==> config.mk <==
export PLATFORM = sky130hd
export DESIGN_NAME = axi_rd_slave
export DESIGN_NICKNAME = d
export VERILOG_FILES = /design/src/source/axi_rd_pkg.sv /design/src/source/sync_fifo.sv /design/src/source/burst_addr_gen.sv /design/src/source/rd_wait_pipe.sv /design/src/source/axi_rd_slave.sv
export SDC_FILE = /design/constraint.sdc
export NUM_CORES = 1
export LEC_CHECK = 0
export BUFFER_PORTS_ARGS = -buffer_cell sky130_fd_sc_hd__buf_2
export CORE_MARGIN = 5
export CORE_UTILIZATION = 40
export CTS_BUF_LIST = sky130_fd_sc_hd__clkbuf_4 sky130_fd_sc_hd__clkbuf_8 sky130_fd_sc_hd__clkbuf_16
export CTS_CLUSTER_DIAMETER = 30
export DETAILED_ROUTE_END_ITERATION = 8
export PLACE_DENSITY = 0.68
export SYNTH_ARGS = -nofsm -noshare
export SYNTH_HDL_FRONTEND = slang
export SYNTH_HIERARCHICAL = 1
export SYNTH_SLANG_ARGS = --single-unit
==> constraint.sdc <==
create_clock -name clk -period 6.34 [get_ports clk]
set_input_delay 0.951 -clock clk [delete_from_list [all_inputs] [get_ports clk]]
set_output_delay 0.951 -clock clk [all_outputs]
set_load 0.005 [all_outputs]
==> src/source/axi_rd_pkg.sv <==
/*
  Shared widths, depths and types for the AXI4 read slave.
  One data width only; sizes above MAX_SIZE answer with SLVERR.
  WRAP and the reserved burst code are treated as INCR.
*/
package axi_rd_pkg;

    // ------------------------------------------------
    // Bus widths
    // ------------------------------------------------
    localparam int ADDR_W  = 32;
    localparam int DATA_W  = 32;
    localparam int ID_W    = 4;
    localparam int LEN_W   = 8;
    localparam int SIZE_W  = 3;
    localparam int BURST_W = 2;
    localparam int RESP_W  = 2;

    // Bytes per data word, and the widest legal size code
    localparam int BUS_BYTES = DATA_W / 8;
    localparam int MAX_SIZE  = $clog2(BUS_BYTES);

    // An INCR burst must stay below this bit
    localparam int PAGE_BIT = 12;

    // ------------------------------------------------
    // Buffering and memory timing
    // ------------------------------------------------
    localparam int REQ_DEPTH = 4;
    localparam int RSP_DEPTH = 8;
    localparam int RD_LAT    = 2;

    // Counter widths for response occupancy and beats in flight
    localparam int RSP_CNT_W = $clog2(RSP_DEPTH + 1);
    localparam int INF_W     = $clog2(RD_LAT + 1);

    // Burst and response codes
    localparam logic [BURST_W-1:0] BT_FIXED    = 2'd0;
    localparam logic [BURST_W-1:0] BT_INCR     = 2'd1;
    localparam logic [RESP_W-1:0]  RESP_OKAY   = 2'd0;
    localparam logic [RESP_W-1:0]  RESP_SLVERR = 2'd2;

    // ------------------------------------------------
    // Channel payloads
    // ------------------------------------------------
    // AR payload, also the request FIFO entry
    typedef struct packed {
        logic [ID_W-1:0]    id;
        logic [ADDR_W-1:0]  addr;
        logic [LEN_W-1:0]   len;
        logic [SIZE_W-1:0]  size;
        logic [BURST_W-1:0] burst;
    } ar_req_t;

    // R payload, also the response FIFO entry
    typedef struct packed {
        logic [ID_W-1:0]   id;
        logic [DATA_W-1:0] data;
        logic [RESP_W-1:0] resp;
        logic              last;
    } r_beat_t;

    // Per-beat tag carried beside the memory latency
    typedef struct packed {
        logic [ID_W-1:0]   id;
        logic [RESP_W-1:0] resp;
        logic              last;
    } beat_info_t;

    typedef enum logic [1:0] {IDLE, FIRST, BURST} burst_phase_t;

endpackage

==> src/source/sync_fifo.sv <==
/*
  Single-clock FIFO with any packed payload type.
  Push when full and pop when empty are dropped.
  Head is combinational from the storage array.
*/
`timescale 1ns/1ps

module sync_fifo #(
    parameter type T     = logic [7:0],
    parameter int  DEPTH = 4
) (
    input  logic                         clk,
    input  logic                         rst_n,
    input  logic                         push,
    input  T                             din,
    input  logic                         pop,
    output T                             dout,
    output logic                         full,
    output logic                         empty,
    output logic [$clog2(DEPTH+1)-1:0]   count
);

    T                            mem [DEPTH];
    logic [$clog2(DEPTH)-1:0]    wr_ptr;
    logic [$clog2(DEPTH)-1:0]    rd_ptr;
    logic                        do_push;
    logic                        do_pop;

    // Qualified handshakes
    assign do_push = push && !full;
    assign do_pop  = pop && !empty;

    assign full  = (count == DEPTH);
    assign empty = (count == '0);
    assign dout  = mem[rd_ptr];

    // Storage, written only on an accepted push
    always_ff @(posedge clk) begin
        if (do_push)
            mem[wr_ptr] <= din;
    end

    // ------------------------------------------------
    // Pointers and occupancy
    // ------------------------------------------------
    always_ff @(posedge clk or negedge rst_n) begin
        if (!rst_n) begin
            wr_ptr <= '0;
            rd_ptr <= '0;
            count  <= '0;
        end else begin
            // Explicit wrap so any depth works
            if (do_push)
                wr_ptr <= (wr_ptr == DEPTH - 1) ? '0 : wr_ptr + 1'b1;
            if (do_pop)
                rd_ptr <= (rd_ptr == DEPTH - 1) ? '0 : rd_ptr + 1'b1;
            case ({do_push, do_pop})
                2'b10:   count <= count + 1'b1;
                2'b01:   count <= count - 1'b1;
                default: count <= count;
            endcase
        end
    end

endmodule

==> src/source/burst_addr_gen.sv <==
/*
  Turns the request at the FIFO head into one memory read per beat.
  WRAP is stepped like INCR; INCR holds its address at a 4 KB page edge.
  A beat is issued only while room is high.
*/
`timescale 1ns/1ps

module burst_addr_gen import axi_rd_pkg::*; (
    input  logic              clk,
    input  logic              rst_n,
    input  ar_req_t           head,
    input  logic              empty,
    input  logic              room,
    output logic              pop,
    output logic              issue,
    output logic [ADDR_W-1:0] addr,
    output beat_info_t        info
);

    burst_phase_t      phase;
    burst_phase_t      phase_nxt;
    ar_req_t           req_q;
    ar_req_t           cur_req;
    logic [LEN_W-1:0]  beat_cnt;
    logic [ADDR_W-1:0] burst_addr;
    logic [ADDR_W-1:0] size_mask;
    logic [ADDR_W-1:0] aligned;
    logic [ADDR_W-1:0] step;
    logic [ADDR_W-1:0] base;
    logic [ADDR_W-1:0] stepped;
    logic [ADDR_W-1:0] next_addr;
    logic              last;

    // Head drives beat 0, the latched copy drives the rest
    assign cur_req = (phase == FIRST) ? head : req_q;

    // Beat 0 and the FIFO pop go together
    assign pop   = (phase == FIRST) && !empty && room;
    assign issue = pop || ((phase == BURST) && room);
    assign last  = (phase == FIRST) ? (head.len == '0) : (beat_cnt == req_q.len);

    // First beat keeps the unaligned master address
    assign addr = (phase == FIRST) ? head.addr : burst_addr;

    // ------------------------------------------------
    // Address stepping
    // ------------------------------------------------
    always_comb begin
        size_mask = {ADDR_W{1'b1}} << cur_req.size;
        aligned   = cur_req.addr & size_mask;
        // FIXED repeats the aligned address
        step      = (cur_req.burst == BT_FIXED) ? '0 : (ADDR_W'(1) << cur_req.size);
        base      = (phase == FIRST) ? aligned : burst_addr;
        stepped   = base + step;
        // Hold when the step would leave the start page
        if (stepped[ADDR_W-1:PAGE_BIT] == aligned[ADDR_W-1:PAGE_BIT])
            next_addr = stepped;
        else
            next_addr = base;
    end

    // Beat tag for the delay line
    always_comb begin
        info.id   = cur_req.id;
        info.resp = (cur_req.size > MAX_SIZE) ? RESP_SLVERR : RESP_OKAY;
        info.last = last;
    end

    // ------------------------------------------------
    // Burst phase FSM
    // ------------------------------------------------
    always_comb begin
        phase_nxt = phase;
        case (phase)
            IDLE:    phase_nxt = FIRST;
            FIRST: begin
                // Single-beat bursts stay here
                if (pop && (head.len != '0))
                    phase_nxt = BURST;
            end
            BURST: begin
                if (issue && last)
                    phase_nxt = FIRST;
            end
            default: phase_nxt = IDLE;
        endcase
    end

    always_ff @(posedge clk or negedge rst_n) begin
        if (!rst_n) begin
            phase      <= IDLE;
            beat_cnt   <= '0;
            burst_addr <= '0;
        end else begin
            phase <= phase_nxt;
            if (issue) begin
                // Beat 0 done on pop, count restarts at 1
                beat_cnt   <= pop ? LEN_W'(1) : beat_cnt + 1'b1;
                burst_addr <= next_addr;
            end
        end
    end

    // Request copy for the remaining beats
    always_ff @(posedge clk) begin
        if (pop)
            req_q <= head;
    end

endmodule

==> src/source/rd_wait_pipe.sv <==
/*
  Delays each beat tag by RD_LAT cycles to line up with mem_rdata.
  RD_LAT must be at least 1.
*/
`timescale 1ns/1ps

module rd_wait_pipe import axi_rd_pkg::*; (
    input  logic             clk,
    input  logic             rst_n,
    input  logic             issue,
    input  beat_info_t       info,
    output logic             push,
    output beat_info_t       info_out,
    output logic [INF_W-1:0] in_flight
);

    logic [RD_LAT-1:0] valid_q;
    beat_info_t        info_q [RD_LAT];

    // Last stage meets the memory data
    assign push     = valid_q[RD_LAT-1];
    assign info_out = info_q[RD_LAT-1];

    // ------------------------------------------------
    // Valid bits, one per stage
    // ------------------------------------------------
    always_ff @(posedge clk or negedge rst_n) begin
        if (!rst_n) begin
            valid_q <= '0;
        end else begin
            valid_q[0] <= issue;
            for (int i = 1; i < RD_LAT; i++)
                valid_q[i] <= valid_q[i-1];
        end
    end

    // Tags shift in step with the valid bits
    always_ff @(posedge clk) begin
        info_q[0] <= info;
        for (int i = 1; i < RD_LAT; i++)
            info_q[i] <= info_q[i-1];
    end

    // Beats issued but not yet in the response FIFO
    always_comb begin
        in_flight = '0;
        for (int i = 0; i < RD_LAT; i++)
            in_flight = in_flight + INF_W'(valid_q[i]);
    end

endmodule

==> src/source/axi_rd_slave.sv <==
/*
  AXI4 read slave over a fixed-latency memory port, one clock.
  r_valid follows an accepted AR by at least 2 + RD_LAT cycles.
  Response room is reserved before issue, so r_ready stalls lose nothing.
*/
`timescale 1ns/1ps

module axi_rd_slave import axi_rd_pkg::*; (
    input  logic              clk,
    input  logic              rst_n,
    input  ar_req_t           ar,
    input  logic              ar_valid,
    output logic              ar_ready,
    output r_beat_t           r,
    output logic              r_valid,
    input  logic              r_ready,
    output logic              mem_re,
    output logic [ADDR_W-1:0] mem_addr,
    input  logic [DATA_W-1:0] mem_rdata
);

    ar_req_t              req_head;
    logic                 req_full;
    logic                 req_empty;
    logic                 req_pop;
    logic                 issue;
    logic                 room;
    beat_info_t           beat_info;
    beat_info_t           beat_dly;
    logic                 rsp_push;
    r_beat_t              rsp_din;
    logic                 rsp_empty;
    logic [RSP_CNT_W-1:0] rsp_count;
    logic [INF_W-1:0]     in_flight;
    logic [RSP_CNT_W:0]   credit_used;

    // ------------------------------------------------
    // AR side
    // ------------------------------------------------
    assign ar_ready = !req_full;

    sync_fifo #(.T(ar_req_t), .DEPTH(REQ_DEPTH)) u_req_fifo (
        .clk(clk), .rst_n(rst_n),
        .push(ar_valid && ar_ready), .din(ar),
        .pop(req_pop), .dout(req_head),
        .full(req_full), .empty(req_empty), .count()
    );

    // Beats queued plus beats still in the memory pipe
    assign credit_used = rsp_count + in_flight;
    assign room        = (credit_used < RSP_DEPTH);

    burst_addr_gen u_burst_gen (
        .clk(clk), .rst_n(rst_n),
        .head(req_head), .empty(req_empty), .room(room),
        .pop(req_pop), .issue(issue), .addr(mem_addr), .info(beat_info)
    );

    assign mem_re = issue;

    rd_wait_pipe u_wait_pipe (
        .clk(clk), .rst_n(rst_n),
        .issue(issue), .info(beat_info),
        .push(rsp_push), .info_out(beat_dly), .in_flight(in_flight)
    );

    // ------------------------------------------------
    // R side
    // ------------------------------------------------
    // Delayed tag meets the returned word
    always_comb begin
        rsp_din.id   = beat_dly.id;
        rsp_din.data = mem_rdata;
        rsp_din.resp = beat_dly.resp;
        rsp_din.last = beat_dly.last;
    end

    sync_fifo #(.T(r_beat_t), .DEPTH(RSP_DEPTH)) u_rsp_fifo (
        .clk(clk), .rst_n(rst_n),
        .push(rsp_push), .din(rsp_din),
        .pop(r_valid && r_ready), .dout(r),
        .full(), .empty(rsp_empty), .count(rsp_count)
    );

    assign r_valid = !rsp_empty;

endmodule

Yosys cells after proc, flatten, opt, wreduce, memory -nomap -nowiden --
Memories as Yosys holds them, arrays and structs flattened. Cells that the tools add are included.
Word-level totals: flip-flop bits (word level) 110, bits in writable memories 522, input bits 85, word-level logic and storage cells 97, memories kept 3
Operators by class: $add $sub $neg 12, magnitude comparators 2, equality and inequality tests 16, shifts and indexed selects 2, muxes and demuxes 21, bitwise gates (word level) 1, reductions and logical operators 25
Memories:
- u_rsp_fifo.mem | depth 8, width 39, read ports 1, clocked after Yosys merged registers in 0, wr ports 1, line sync_fifo.sv:23 | T mem [DEPTH];
- u_req_fifo.mem | depth 4, width 49, read ports 1, clocked after Yosys merged registers in 0, wr ports 1, line sync_fifo.sv:23
- u_wait_pipe.info_q | depth 2, width 7, read ports 2, clocked after Yosys merged registers in 0, wr ports 2, line rd_wait_pipe.sv:18 | beat_info_t info_q [RD_LAT];
Operator list (count):
- 32-bit two-way mux | 4
- 49-bit two-way mux | 1
- 32-bit adder | 1
- 32-bit AND | 1
- 1-bit by 3-bit left shift with 32-bit output, first input constant | 1
- 32-bit by 3-bit left shift with 32-bit output, first input constant | 1
- 20-bit equality test | 1
- 1-bit logical AND | 11
- 2-bit equality test, second input constant | 5
- 2-bit two-way mux | 5
- 3-bit by 1-bit adder with 3-bit output, second input constant | 3
- 3-bit equality test, second input constant | 3
- 8-bit by 1-bit adder with 8-bit output, second input constant | 1
- 8-bit equality test | 1
- 8-bit logical NOT | 1
- 8-bit two-way mux | 1
- 4-bit one-hot mux with 2 select lines | 1
- 8-bit nonzero test | 1
- 2-bit by 1-bit equality test with 1-bit output, second input constant | 3
- 3-bit two-way mux | 2
- 2-bit one-hot mux with 3 select lines | 1
- 3-bit one-hot mux with 2 select lines | 1
- 4-bit by 2-bit adder with 5-bit output | 1
- 5-bit by 4-bit less-than comparator with 1-bit output, second input constant | 1
- 16 further kinds | 27

Depth between registers and ports, before layout --
Gate-level depths: netlist of run 1.
word-level depth 8, mapped depth 26

Cells and area by module --
The synthesis of run 1 kept the hierarchy.
Modules (own cells, without submodules):
- sync_fifo (u_rsp_fifo) | instances 1, cells an instance 519, area an instance 12710.9 sq um, seq. area each 9619.2 sq um
- sync_fifo (u_req_fifo) | instances 1, cells an instance 297, area an instance 7579.8 sq um, seq. area each 6060.8 sq um
- burst_addr_gen | instances 1, cells an instance 685, area an instance 5766.8 sq um, seq. area each 2162.1 sq um
- rd_wait_pipe | instances 1, cells an instance 24, area an instance 395.4 sq um, seq. area each 330.3 sq um
- axi_rd_slave | instances 1, cells an instance 7, area an instance 50.0 sq um, seq. area each 0.0 sq um

Worst setup path after synthesis of run 1 --
Ideal clock, no wire load.
path type flip-flop to flip-flop, from register u_burst_gen.phase[0], to register u_burst_gen.burst_addr[31], arrival 6037 ps, data required time 6219 ps, setup slack 182 ps, stages on the path, launching flop included 25, path buffers 9, period minus slack after synthesis 6158 ps, path through dfrtp_1 -> nand2b_1 -> buf_6 -> buf_2 -> buf_2 -> buf_2 -> clkbuf_1 -> buf_1 -> buf_1 -> clkbuf_1 -> o21ai_0 -> o21ai_0 -> nor2_1 -> ha_1 -> o211ai_1 -> o211ai_1 -> o31ai_1 -> or4_1 -> buf_2 -> or4_4 -> a2111oi_4 -> nand4b_4 -> or4b_4 -> o22a_1 -> o22a_1
On the way: cells in the longest elaborated chain, start to end 8, elaborated cells between the ends (all ways) 16
RTL lines:
- start, declared | line burst_addr_gen.sv:20 | burst_phase_t phase;
- start signal, assigned | line burst_addr_gen.sv:95 | phase <= phase_nxt;
- 2-bit by 1-bit equality test with 1-bit output | line burst_addr_gen.sv:35, burst_addr_gen.sv:38, burst_addr_gen.sv:53
- 49-bit two-way mux | line burst_addr_gen.sv:35 | assign cur_req = (phase == FIRST) ? head : req_q;
- 32-bit by 3-bit left shift with 32-bit output | line burst_addr_gen.sv:49 | size_mask = {ADDR_W{1'b1}} << cur_req.size;
- 32-bit AND | line burst_addr_gen.sv:50 | aligned = cur_req.addr & size_mask;
- 32-bit two-way mux | line burst_addr_gen.sv:53 | base = (phase == FIRST) ? aligned : burst_addr;
- 32-bit adder | line burst_addr_gen.sv:54 | stepped = base + step;
- 20-bit equality test | line burst_addr_gen.sv:56 | if (stepped[ADDR_W-1:PAGE_BIT] == aligned[ADDR_W-1:PAGE_BIT])
- 32-bit two-way mux | line burst_addr_gen.sv:56
- end signal, assigned | line burst_addr_gen.sv:99 | burst_addr <= next_addr;
- end, declared | line burst_addr_gen.sv:25 | logic [ADDR_W-1:0] burst_addr;
Parallel ways exist; a longest one is shown, timed or not. A chain may end at the register's enable or synchronous reset.

==> summary.md, run 1 <==
| Metric | Value |
|---|---|
| Status | completed |
| Finished Layout Cells | 2733 |
| Tcrit/Tclk final | 91.9% |
| DR vias | 14500 |
| Area growth syn-to-layout | 21.7% |
| Final ANT Viol Nets | 0 |
| Synth warn | 6 |
| Die footprint | just over 70000 µm² |
| Max VDD drop | 0.338 mV |
| Final Critical Period | 5820 ps |
| Metal-1 WL | 23.3 mm |
| Met3 wire len | 3.79 mm |
| Actual slew at the worst max-slew pin | 939 ps |
| Worst Path Max Fanout | 15 |
| First-pass GRT wire length | slightly below 90 mm |
| IO Port Bufs | 158 |
| DIE HEIGHT | 267 µm |
| Final Hold Vio Count | 0 |
| Mapped Area | 26500 µm² |
| Number of remaining DRC errors | 0 |
| Final Net Count | 1879 |
| Critical path endpoint category | register |
| WS Path Type | reg2reg |
| DRT Wirelength | roughly 57 mm |
| Hold Buf Count CTS | 0 |
| Starting DRT DRC Count | 995 |
| Total track usage | 15.6% |
| Worst stage delay on the critical path | 670 ps |
| Crit path required time | a little under 7000 ps |
| Worst EP arrival | ~6300 ps |
| Min-Delay Path Class | reg2reg |
| Worst skew pair latency | 650 ps |
| Pins Over Slew Limit | 0 |
| Grt ovf | 0 |
| Initial Util | about two fifths |
| Vias/cell | 5.32 |
| Top sig layer | met4 |
| Finish-stage setup viols | 0 |
| TritonCTS Buffers | 119 |
| Post-Syn Instances | 1531 |
| Syn_nets | ~1600 |
| H-tree depth | 3 |
| Fmax | 172 MHz |
| Die Wd | roughly 270 µm |
| CTS resizes | 0 |
| Clk_skew | 50.9 ps |
| # IOs | around 160 |
| Crit-path cells | mux4_2, a31oi_1, nand2_1, o21ai_0, ha_1, o211ai_1, o211ai_1, o31ai_1, or4_1, or4_4, a2111oi_4, nand4b_4, nor3_4, buf_4, mux2i_1, o2bb2ai_1 |
| Clk root buf | clkbuf_16 |
| Worst path buffer plus inverter count | 1 |
| Rel. slew slack | 37.4% |
| Initial antenna violation count | 2 |
| Postcts setup bufs | 0 |
| CTS tree | done |
| DPL Wire Length | ~34 mm |
| Core footprint | approximately 66000 µm² |
| Largest net degree at the start of global routing | between 60 and 70 |
| Clk slew on worst S/H paths | 50 ps |
| Maxcap violations | 0 |
| Critical Path Most Common Cell | o211ai_1 |
| Setup TNS | 0 ps |
| Share of cells above drive strength 1 | a little under 30% |
| Dpl cells | 2510 |
| Leakage | 11.7 nW |
| Met2 WL | 28.1 mm |
| Max Buffers Root-to-Sink | 3 |
| Routed wire per std cell | between 20 and 25 µm |
| Fill cells | 5368 |
| Row count | 94 |
| Setup crit start kind | register |
| Routability congestion estimate | 0.892 |
| CP top delay family | simple AND/OR/NAND/NOR gates |
| Syn avg cell area | 17.3 µm² |
| RSZ-0062 raised after global routing | false |
| Vias in the first global route | roughly 15000 |
| Power per Cell Area | 546 nW/µm² |
| Slowest cell on crit path | or4_1 |
| Drt first pass iters | 5 |
| Clock sinks | 620 |
## worst register-to-register path, delay by kind of cell, from the launching register on
family	cells	cell delay [ps]
flip-flops	1	600
AO/OA/AOI/OAI	7	1590
AND/OR/NAND/NOR	5	2060
multiplexers	2	860
buffers and inverters	1	290
adder cells (fa/ha/maj)	1	280
## where the power goes
group | internal (mW) | switching, mW
Sequential | 5.48 | 0.558
Clock | 4.04 | 2.10
Combinational | 2.31 | 3.12
## placed cells by master (no fill, tap or decap), drive strengths merged, types with 26 or more instances in the layout
cell type / n
edfxtp: 545
buf: 191
nand2: 169
clkbuf: 136
mux4: 127
nor2: 64
dfrtp: 61
mux2: 54
clkinv: 47
inv: 37
a21oi: 36
xnor2: 30
nor3: 30
xor2: 28
mux2i: 26
o21ai: 26
## area by class of cell
cell class / count / area [µm²] / share of cell area (%)
sequential: 620 / 18200 / 56.4
multi-input combinational: 805 / 7760 / 24.1
clock buffer: 136 / 3140 / 9.72
tap: 864 / 1080 / 3.35
timing repair buffer: 191 / 1040 / 3.22
clock inverter: 85 / 938 / 2.91
inverter: 30 / 113 / 0.349
antenna: 2 / 5.00 / 0.0155
## layer usage
metal  track usage, %  vias to the layer above
li1                 -                     6578
met1             20.2                     7335
met2             26.3                      512
met3             3.55                      112
met4             5.02                        0
met5                0                        -
## path summary, 6_finish.rpt
| path | start | end | slack [ps] | depth (start not counted) |
|---|---|---|---|---|
| hold / removal | u_wait_pipe/info_q[0][3]$_DFF_P_ | u_wait_pipe/info_q[0][10]$_DFF_P_ | 320 | 0 |
| min in group asynchronous | rst_n | u_burst_gen/burst_addr[3]$_DFFE_PN0N_ | 330 | 1 |
| setup / recovery | u_req_fifo/rd_ptr[0]$_DFFE_PN0P_ | u_burst_gen/burst_addr[0]$_DFFE_PN0N_ | 520 | 16 |
| hold reg to reg | u_wait_pipe/info_q[0][3]$_DFF_P_ | u_wait_pipe/info_q[0][10]$_DFF_P_ | 320 | 0 |
| max in group asynchronous | rst_n | u_req_fifo/rd_ptr[0]$_DFFE_PN0P_ | 4910 | 2 |
| setup reg to reg | u_req_fifo/rd_ptr[0]$_DFFE_PN0P_ | u_burst_gen/burst_addr[0]$_DFFE_PN0N_ | 520 | 16 |
## sequential cells by signal, indices dropped and copies added, names as in the netlist
register,count
u_wait_pipe/info_q,14
u_rsp_fifo/rd_ptr,3
u_req_fifo/count,3
u_req_fifo/wr_ptr,2
u_rsp_fifo/wr_ptr,3
u_burst_gen/beat_cnt,8
u_burst_gen/phase,2
u_rsp_fifo/count,4
u_wait_pipe/valid_q,2
u_rsp_fifo/mem,312
u_burst_gen/req_q,37
u_req_fifo/mem,196
u_burst_gen/burst_addr,32
u_req_fifo/rd_ptr,2
## metrics by stage
step | util (%) | setup WS (ps) | total power [mW] | hold WS (ps) | cell area, µm²
global placement | 42.8 | 624 | 11.5 | 313 | 28200
CTS | 49.0 | 465 | 17.8 | 317 | 32200
finish | 49.1 | 516 | 17.6 | 316 | 32300
floorplan | - | 182 | 9.85 | 310 | 26500
global route | 49.1 | 41.4 | 18.6 | 321 | 32300
detailed placement | 42.8 | 509 | 11.6 | 314 | 28200
Note: power is estimated with default switching activity, not from simulation.
==> inputs of run 2 (changes only) <==
--- a/config.mk
+++ b/config.mk
@@ -6,6 +6,7 @@
 export NUM_CORES = 1
 export LEC_CHECK = 0
 export BUFFER_PORTS_ARGS = -buffer_cell sky130_fd_sc_hd__buf_2
+export CORE_ASPECT_RATIO = 0.9
 export CORE_MARGIN = 5
 export CORE_UTILIZATION = 40
 export CTS_BUF_LIST = sky130_fd_sc_hd__clkbuf_4 sky130_fd_sc_hd__clkbuf_8 sky130_fd_sc_hd__clkbuf_16
==> summary.md, run 2 (synthesis results as in run 1) <==
| Metric | Value |
|---|---|
| Status | completed |
| # IOs | 159 (unchanged) |
| DP Area | 28200 µm² (about the same) |
| Maxcap violations | 0 (unchanged) |
| Area growth syn-to-layout | 22.0% |
| DR vias | 14500 (+0.069%) |
| Routed wire per std cell | 20.4 µm (-1.4%) |
| Starting DRT DRC Count | 1136 (+14%) |
| Hold Buf Count CTS | 0 (unchanged) |
| Hold depth | 0 (unchanged) |
| Routability congestion estimate | 0.936 (+5.0%) |
| Actual slew at the worst max-slew pin | 924 ps (-14.9 ps) |
| Tcrit/Tclk final | 92.7% (+0.81 points) |
| Final ANT Viol Nets | 0 (unchanged) |
| Seq. cell area | 18200 µm² (unchanged) |
| Clock sinks | 620 (unchanged) |
| Fmax | 170 MHz (-0.88%) |
| Pwr Total | 17.9 mW (+1.6%) |
| Drt first pass iters | 5 (unchanged) |
| DPL Wire Length | 33.4 mm (-1.1%) |
| Crit path required time | 6870 ps (+30 ps) |
| Final Critical Period | 5880 ps (+51.6 ps) |
| R2r endpoint | u_burst_gen/burst_addr[25]$_DFFE_PN0N_ |
| Most frequent cells in the layout | edfxtp_1, nand2_1, buf_2, clkbuf_16, mux4_1 |
| DRT Wirelength | 55.7 mm (-1.6%) |
| First-pass GRT wire length | 86.2 mm (-0.63%) |
| Worst skew pair latency | 640 ps (about the same) |
| DIE HEIGHT | 254 µm (-4.9%) |
| Final Net Count | 1874 (-0.27%) |
| Core footprint | 65600 µm² (-0.24%) |
| Hold worst-path end | u_wait_pipe/info_q[0][12]$_DFF_P_ |
| Die footprint | 71500 µm² (about the same) |
| Max Buffers Root-to-Sink | 3 (unchanged) |
| Most common cell after layout, fill and taps aside | edfxtp_1 |
| Initial Util | 40.4% (+0.096 points) |
| Worst R2R Setup Slack | 460 ps (-50 ps) |
| Worst EP arrival | 6410 ps (+90 ps) |
| IO Port Bufs | 158 (unchanged) |
| Pre-CTS WS | 337 ps (-172 ps) |
| Rel. slew slack | 38.4% (+0.99 points) |
| Largest net degree at the start of global routing | 62 (-10%) |
| Reg with most FFs | u_rsp_fifo/mem |
| Die Wd | 281 µm (+5.2%) |
| Clk_skew | 25.4 ps (-25.5 ps) |
| Vias in the first global route | 15100 (+0.88%) |
| Share of cells above drive strength 1 | 29.7% (+0.38 points) |
| CTS tree | done |
| H-tree depth | 3 (unchanged) |
| Max VDD drop | 0.322 mV (-4.8%) |
| RSZ-0062 raised after global routing | false |
| Clk root buf | clkbuf_16 |
| Max reg flops | 312 (unchanged) |
| Grt ovf | 0 (unchanged) |
| Pins Over Slew Limit | 0 (unchanged) |
| Total track usage | 15.4% (-0.19 points) |
| Vias/cell | 5.34 (+0.36%) |
| Biggest regs | u_rsp_fifo/mem x312, u_req_fifo/mem x196, u_burst_gen/req_q x37 |
| Setup crit start kind | register |
| Finished Layout Cells | 2725 (-0.29%) |
| Critical path endpoint category | register |
| WS Path Type | reg2reg |
| Dpl cells | 2511 (+0.040%) |
| Clk slew on worst S/H paths | 40 ps (about the same) |
| Multi-input gate area | 7760 µm² (unchanged) |
| Row count | 89 (-5.3%) |
| TritonCTS Buffers | 111 (-6.7%) |
| Beginning of the critical path | u_req_fifo/rd_ptr[0]$_DFFE_PN0P_ |
| Setup TNS | 0 ps (unchanged) |
| Final Hold Vio Count | 0 (unchanged) |
| Final WS setup | 464 ps (-51.6 ps) |
| Finish-stage setup viols | 0 (unchanged) |
| Fill cells | 5290 (-1.5%) |
| Worst Hold Launch | u_wait_pipe/info_q[0][5]$_DFF_P_ |
| Worst Path Max Fanout | 17 (+2) |
| Leakage | 11.7 nW (+0.37%) |
| Initial antenna violation count | 2 (unchanged) |
| Final Cell Area | 32300 µm² (+0.26%) |
| Number of remaining DRC errors | 0 (unchanged) |
| Worst reg2reg path startpoint | u_req_fifo/rd_ptr[0]$_DFFE_PN0P_ |
| Power per Cell Area | 553 nW/µm² (+1.4%) |
| FF-to-FF path depth | 16 (unchanged) |
| Min-Delay Path Class | reg2reg |
run 2: timing repair:
item	CTS	global route
resized for setup	0	1
endpoints found under the hold margin	0	0
setup endpoints to repair	0	8
buffers inserted	0	2
run 2: stage by stage:
step / utilization, % / hold WS [ps]
2_1_floorplan: - / 310
3_3_place_gp: 43.0 / 311
3_5_place_dp: 43.0 / 312
4_1_cts: 49.3 / 323
5_1_grt: 49.3 / 325
6_report: 49.3 / 322
run 2: layout make-up:
type	instances	share of cell area (%)
antenna	1	0.00774
inverter	30	0.348
sequential	620	56.2
tap	864	3.34
multi-input combinational	805	24.0
clock buffer	118	8.88
clock inverter	93	3.92
timing repair buffer	194	3.28
run 2: how the worst max path moves through the flow:
stage                                                   endpoint  depth (start not counted)
after floorplan           u_burst_gen/burst_addr[31]$_DFFE_PN0N_                         24
after global placement    u_burst_gen/burst_addr[25]$_DFFE_PN0N_                         16
after detailed placement  u_burst_gen/burst_addr[25]$_DFFE_PN0N_                         16
after CTS                 u_burst_gen/burst_addr[25]$_DFFE_PN0N_                         16
after global routing      u_burst_gen/burst_addr[30]$_DFFE_PN0N_                         16
final                     u_burst_gen/burst_addr[25]$_DFFE_PN0N_                         16
run 2: worst max-delay path: stages, from the launching register on:
cell and delay [ps]:
dfrtp_4 620, mux4_2 630, a31oi_1 360, nand2_1 110, o21ai_0 250, ha_1 300, o211ai_1 150, o211ai_1 220
o31ai_1 170, or4_1 660, or4_4 580, a2111oi_4 410, nand4b_4 340, nor3_4 360, buf_4 240, a31oi_1 120
o31ai_1 270
run 2: layer usage:
metal,global-route usage (%),vias to the layer above,share of wire [%]
li1,-,6572,-
met1,20.9,7383,43
met2,25.4,492,49
met3,3.59,98,6.4
met4,4.25,2,1.8
met5,0,-,0.023
run 2: power by group:
part           switching (mW)  internal (mW)  leakage, nW
clock                    2.11           4.27         1.97
combinational            3.16           2.31         3.92
sequential              0.568           5.47         5.81
==> inputs of run 3 (changes only) <==
--- a/config.mk
+++ b/config.mk
@@ -6,7 +6,7 @@
 export NUM_CORES = 1
 export LEC_CHECK = 0
 export BUFFER_PORTS_ARGS = -buffer_cell sky130_fd_sc_hd__buf_2
-export CORE_ASPECT_RATIO = 0.9
+export CORE_ASPECT_RATIO = 1.2
 export CORE_MARGIN = 5
 export CORE_UTILIZATION = 40
 export CTS_BUF_LIST = sky130_fd_sc_hd__clkbuf_4 sky130_fd_sc_hd__clkbuf_8 sky130_fd_sc_hd__clkbuf_16
==> constraint.sdc (replaced) <==
create_clock -name clk -period 4.7 [get_ports clk]
set_input_delay 0.705 -clock clk [delete_from_list [all_inputs] [get_ports clk]]
set_output_delay 0.705 -clock clk [all_outputs]
set_load 0.005 [all_outputs]
==> summary.md, run 3 (synthesis results as in run 1) <==
| Metric | Value |
|---|---|
| Post-layout util | 50.9% (+1.6 points) |
| Max reg flops | 312 (unchanged) |
| Worst EP arrival | 5350 ps (-1060 ps) |
| DR vias | 15000 (+3.0%) |
| Clock sinks | 620 (unchanged) |
| Rel. slew slack | 30.1% (-8.3 points) |
| Final Critical Period | 4770 ps (-1100 ps) |
| Area growth syn-to-layout | 26.2% |
| Setup TNS | -220 ps (-220 ps) |
| Grt ovf | 0 (unchanged) |
| TritonCTS Buffers | 113 (+1.8%) |
| Vias in the first global route | 15900 (+5.1%) |
| Actual slew at the worst max-slew pin | 1050 ps (+122 ps) |
| Diodes inserted | 0 (-1) |
| Final WS setup | -71.7 ps (-536 ps) |
| Die footprint | 71500 µm² (about the same) |
| Routed wire per std cell | 21.2 µm (+3.6%) |
| IO Port Bufs | 158 (unchanged) |
| Worst skew pair latency | 670 ps (+30 ps) |
| Reg with most FFs | u_rsp_fifo/mem |
| Routability congestion estimate | 0.864 (-7.7%) |
| Largest net degree at the start of global routing | 47 (-24%) |
| Final Net Count | 1965 (+4.9%) |
| First-pass GRT wire length | 91.2 mm (+5.8%) |
| Core footprint | 65700 µm² (+0.21%) |
| Max Buffers Root-to-Sink | 3 (unchanged) |
| H-tree depth | 3 (unchanged) |
| Starting DRT DRC Count | 861 (-24%) |
| DPL Wire Length | 36.8 mm (+9.9%) |
| Final Hold Vio Count | 0 (unchanged) |
| Status | finished with violations |
| Row count | 103 (+16%) |
| Tcrit/Tclk final | 102% (+8.9 points) |
| Dpl cells | 2559 (+1.9%) |
| Min-Delay Path Class | in2async |
| # IOs | 159 (unchanged) |
| Die Wd | 245 µm (-13%) |
| Most frequent cells in the layout | edfxtp_1, nand2_1, buf_2, clkbuf_16, buf_4 |
| DP Area | 28800 µm² (+2.1%) |
| Failing checks | negative setup slack |
| RSZ-0062 raised after global routing | true |
| Maxcap violations | 0 (unchanged) |
| Biggest regs | u_rsp_fifo/mem x312, u_req_fifo/mem x196, u_burst_gen/req_q x37 |
| Pins Over Slew Limit | 0 (unchanged) |
| Leakage | 12.3 nW (+5.0%) |
| Final ANT Viol Nets | 0 (unchanged) |
| Total track usage | 16.2% (+0.82 points) |
| Final Cell Area | 33400 µm² (+3.4%) |
| Clk slew on worst S/H paths | 60 ps (+20 ps) |
| DRT Wirelength | 59.1 mm (+6.2%) |
| Clk root buf | clkbuf_16 |
| Power per Cell Area | 752 nW/µm² (+36%) |
| WS Path Type | reg2reg |
| Worst Path Max Fanout | 7 (-10) |
| Fmax | 210 MHz (+23%) |
| Clk_skew | 70.6 ps (+45.2 ps) |
| Initial Util | 40.3% (-0.084 points) |
| Finished Layout Cells | 2792 (+2.5%) |
| CTS tree | done |
| Drt first pass iters | 5 (unchanged) |
| Crit path required time | 5280 ps (-1590 ps) |
| DIE HEIGHT | 292 µm (+15%) |
| Share of cells above drive strength 1 | 35.9% (+6.2 points) |
| Number of remaining DRC errors | 0 (unchanged) |
| Most common cell after layout, fill and taps aside | edfxtp_1 |
| Finish-stage setup viols | 11 (+11) |
| Critical path endpoint category | register |
| Max VDD drop | 0.509 mV (+58%) |
| Pwr Total | 25.2 mW (+41%) |
| Initial antenna violation count | 1 (-1) |
| Setup crit start kind | register |
| Vias/cell | 5.37 (+0.54%) |
==> run 3: cell types whose count changed in the layout (fill, tap and decap cells not counted), moves of 5 or more <==
cell,delta
buf_4,+74
nor3_1,-11
bufinv_16,-10
inv_8,+10
nor2_1,-9
o21ai_0,-8
buf_6,+7
clkinv_2,-7
clkinv_4,+7
nor3_2,+7
clkinvlp_4,-6
nor2_4,+6
ha_1,-5
o21ai_1,+5
==> run 3: path summary, 6_finish.rpt <==
path,start,endpoint,slack (ps),cells past startpoint
worst max-delay path,u_req_fifo/rd_ptr[0]$_DFFE_PN0P_,u_burst_gen/burst_addr[7]$_DFFE_PN0N_,-70,18
worst min-delay path,rst_n,u_burst_gen/burst_addr[30]$_DFFE_PN0N_,30,1
worst max register to register,u_req_fifo/rd_ptr[0]$_DFFE_PN0P_,u_burst_gen/burst_addr[7]$_DFFE_PN0N_,-70,18
worst min register to register,u_wait_pipe/info_q[0][6]$_DFF_P_,u_wait_pipe/info_q[0][13]$_DFF_P_,320,0
max in group asynchronous,rst_n,u_req_fifo/rd_ptr[0]$_DFFE_PN0P_,3500,2
min in group clk,ar[27],u_req_fifo/mem[2][27]$_DFFE_PP_,240,1
==> run 3: what timing repair did <==
item	4_1_cts	5_1_grt
resized for setup	37	55
endpoints found under the setup margin	32	32
cloned	0	2
pin swaps	5	19
setup buffers	4	13
hold buffers	0	0
==> run 3: final cells by class <==
cell class / count / area [µm²]
tap: 840 / 1050
fill: 5327 / 32300
timing repair buffer: 283 / 1820
sequential: 620 / 18200
inverter: 30 / 113
multi-input combinational: 805 / 8240
clock buffer: 120 / 2880
clock inverter: 94 / 1170
==> run 3: routing by layer <==
| layer | up-vias | routed length, µm | track usage, % | part of all wire, % |
|---|---|---|---|---|
| met5 | - | 0 | 0 | 0 |
| met4 | 0 | 1610 | 5.67 | 2.7 |
| met3 | 117 | 3580 | 3.67 | 6.1 |
| met2 | 484 | 30400 | 28.2 | 51 |
| met1 | 7600 | 23600 | 20.1 | 40 |
| li1 | 6784 | - | - | - |
==> run 3: power breakdown <==
group / switching (mW) / leakage [nW] / internal [mW]
Sequential: 0.812 / 5.81 / 7.38
Combinational: 4.74 / 4.54 / 3.89
Clock: 3.03 / 1.95 / 5.32
Total: 8.58 / 12.3 / 16.6
==> run 3: per-stage QoR <==
step	hold WS, ps	worst slack, ps
after floorplan	310	-334
after global placement	311	-223
after detailed placement	312	-312
after CTS	20.1	-49.4
after global routing	51.7	-262
final	28.5	-71.7
==> run 3: worst max-delay path: stages (launching register included) <==
cell,delay (ps)
dfrtp_4,490
mux4_2,610
buf_6,160
nor3b_4,220
a31oi_4,70
nor2_4,150
ha_4,170
o211ai_1,140
o211ai_1,210
o31ai_2,130
or4_4,430
or4_4,440
a2111oi_4,350
nand4b_4,200
nor3_4,270
buf_12,150
buf_4,110
mux2_4,300
a22oi_2,130
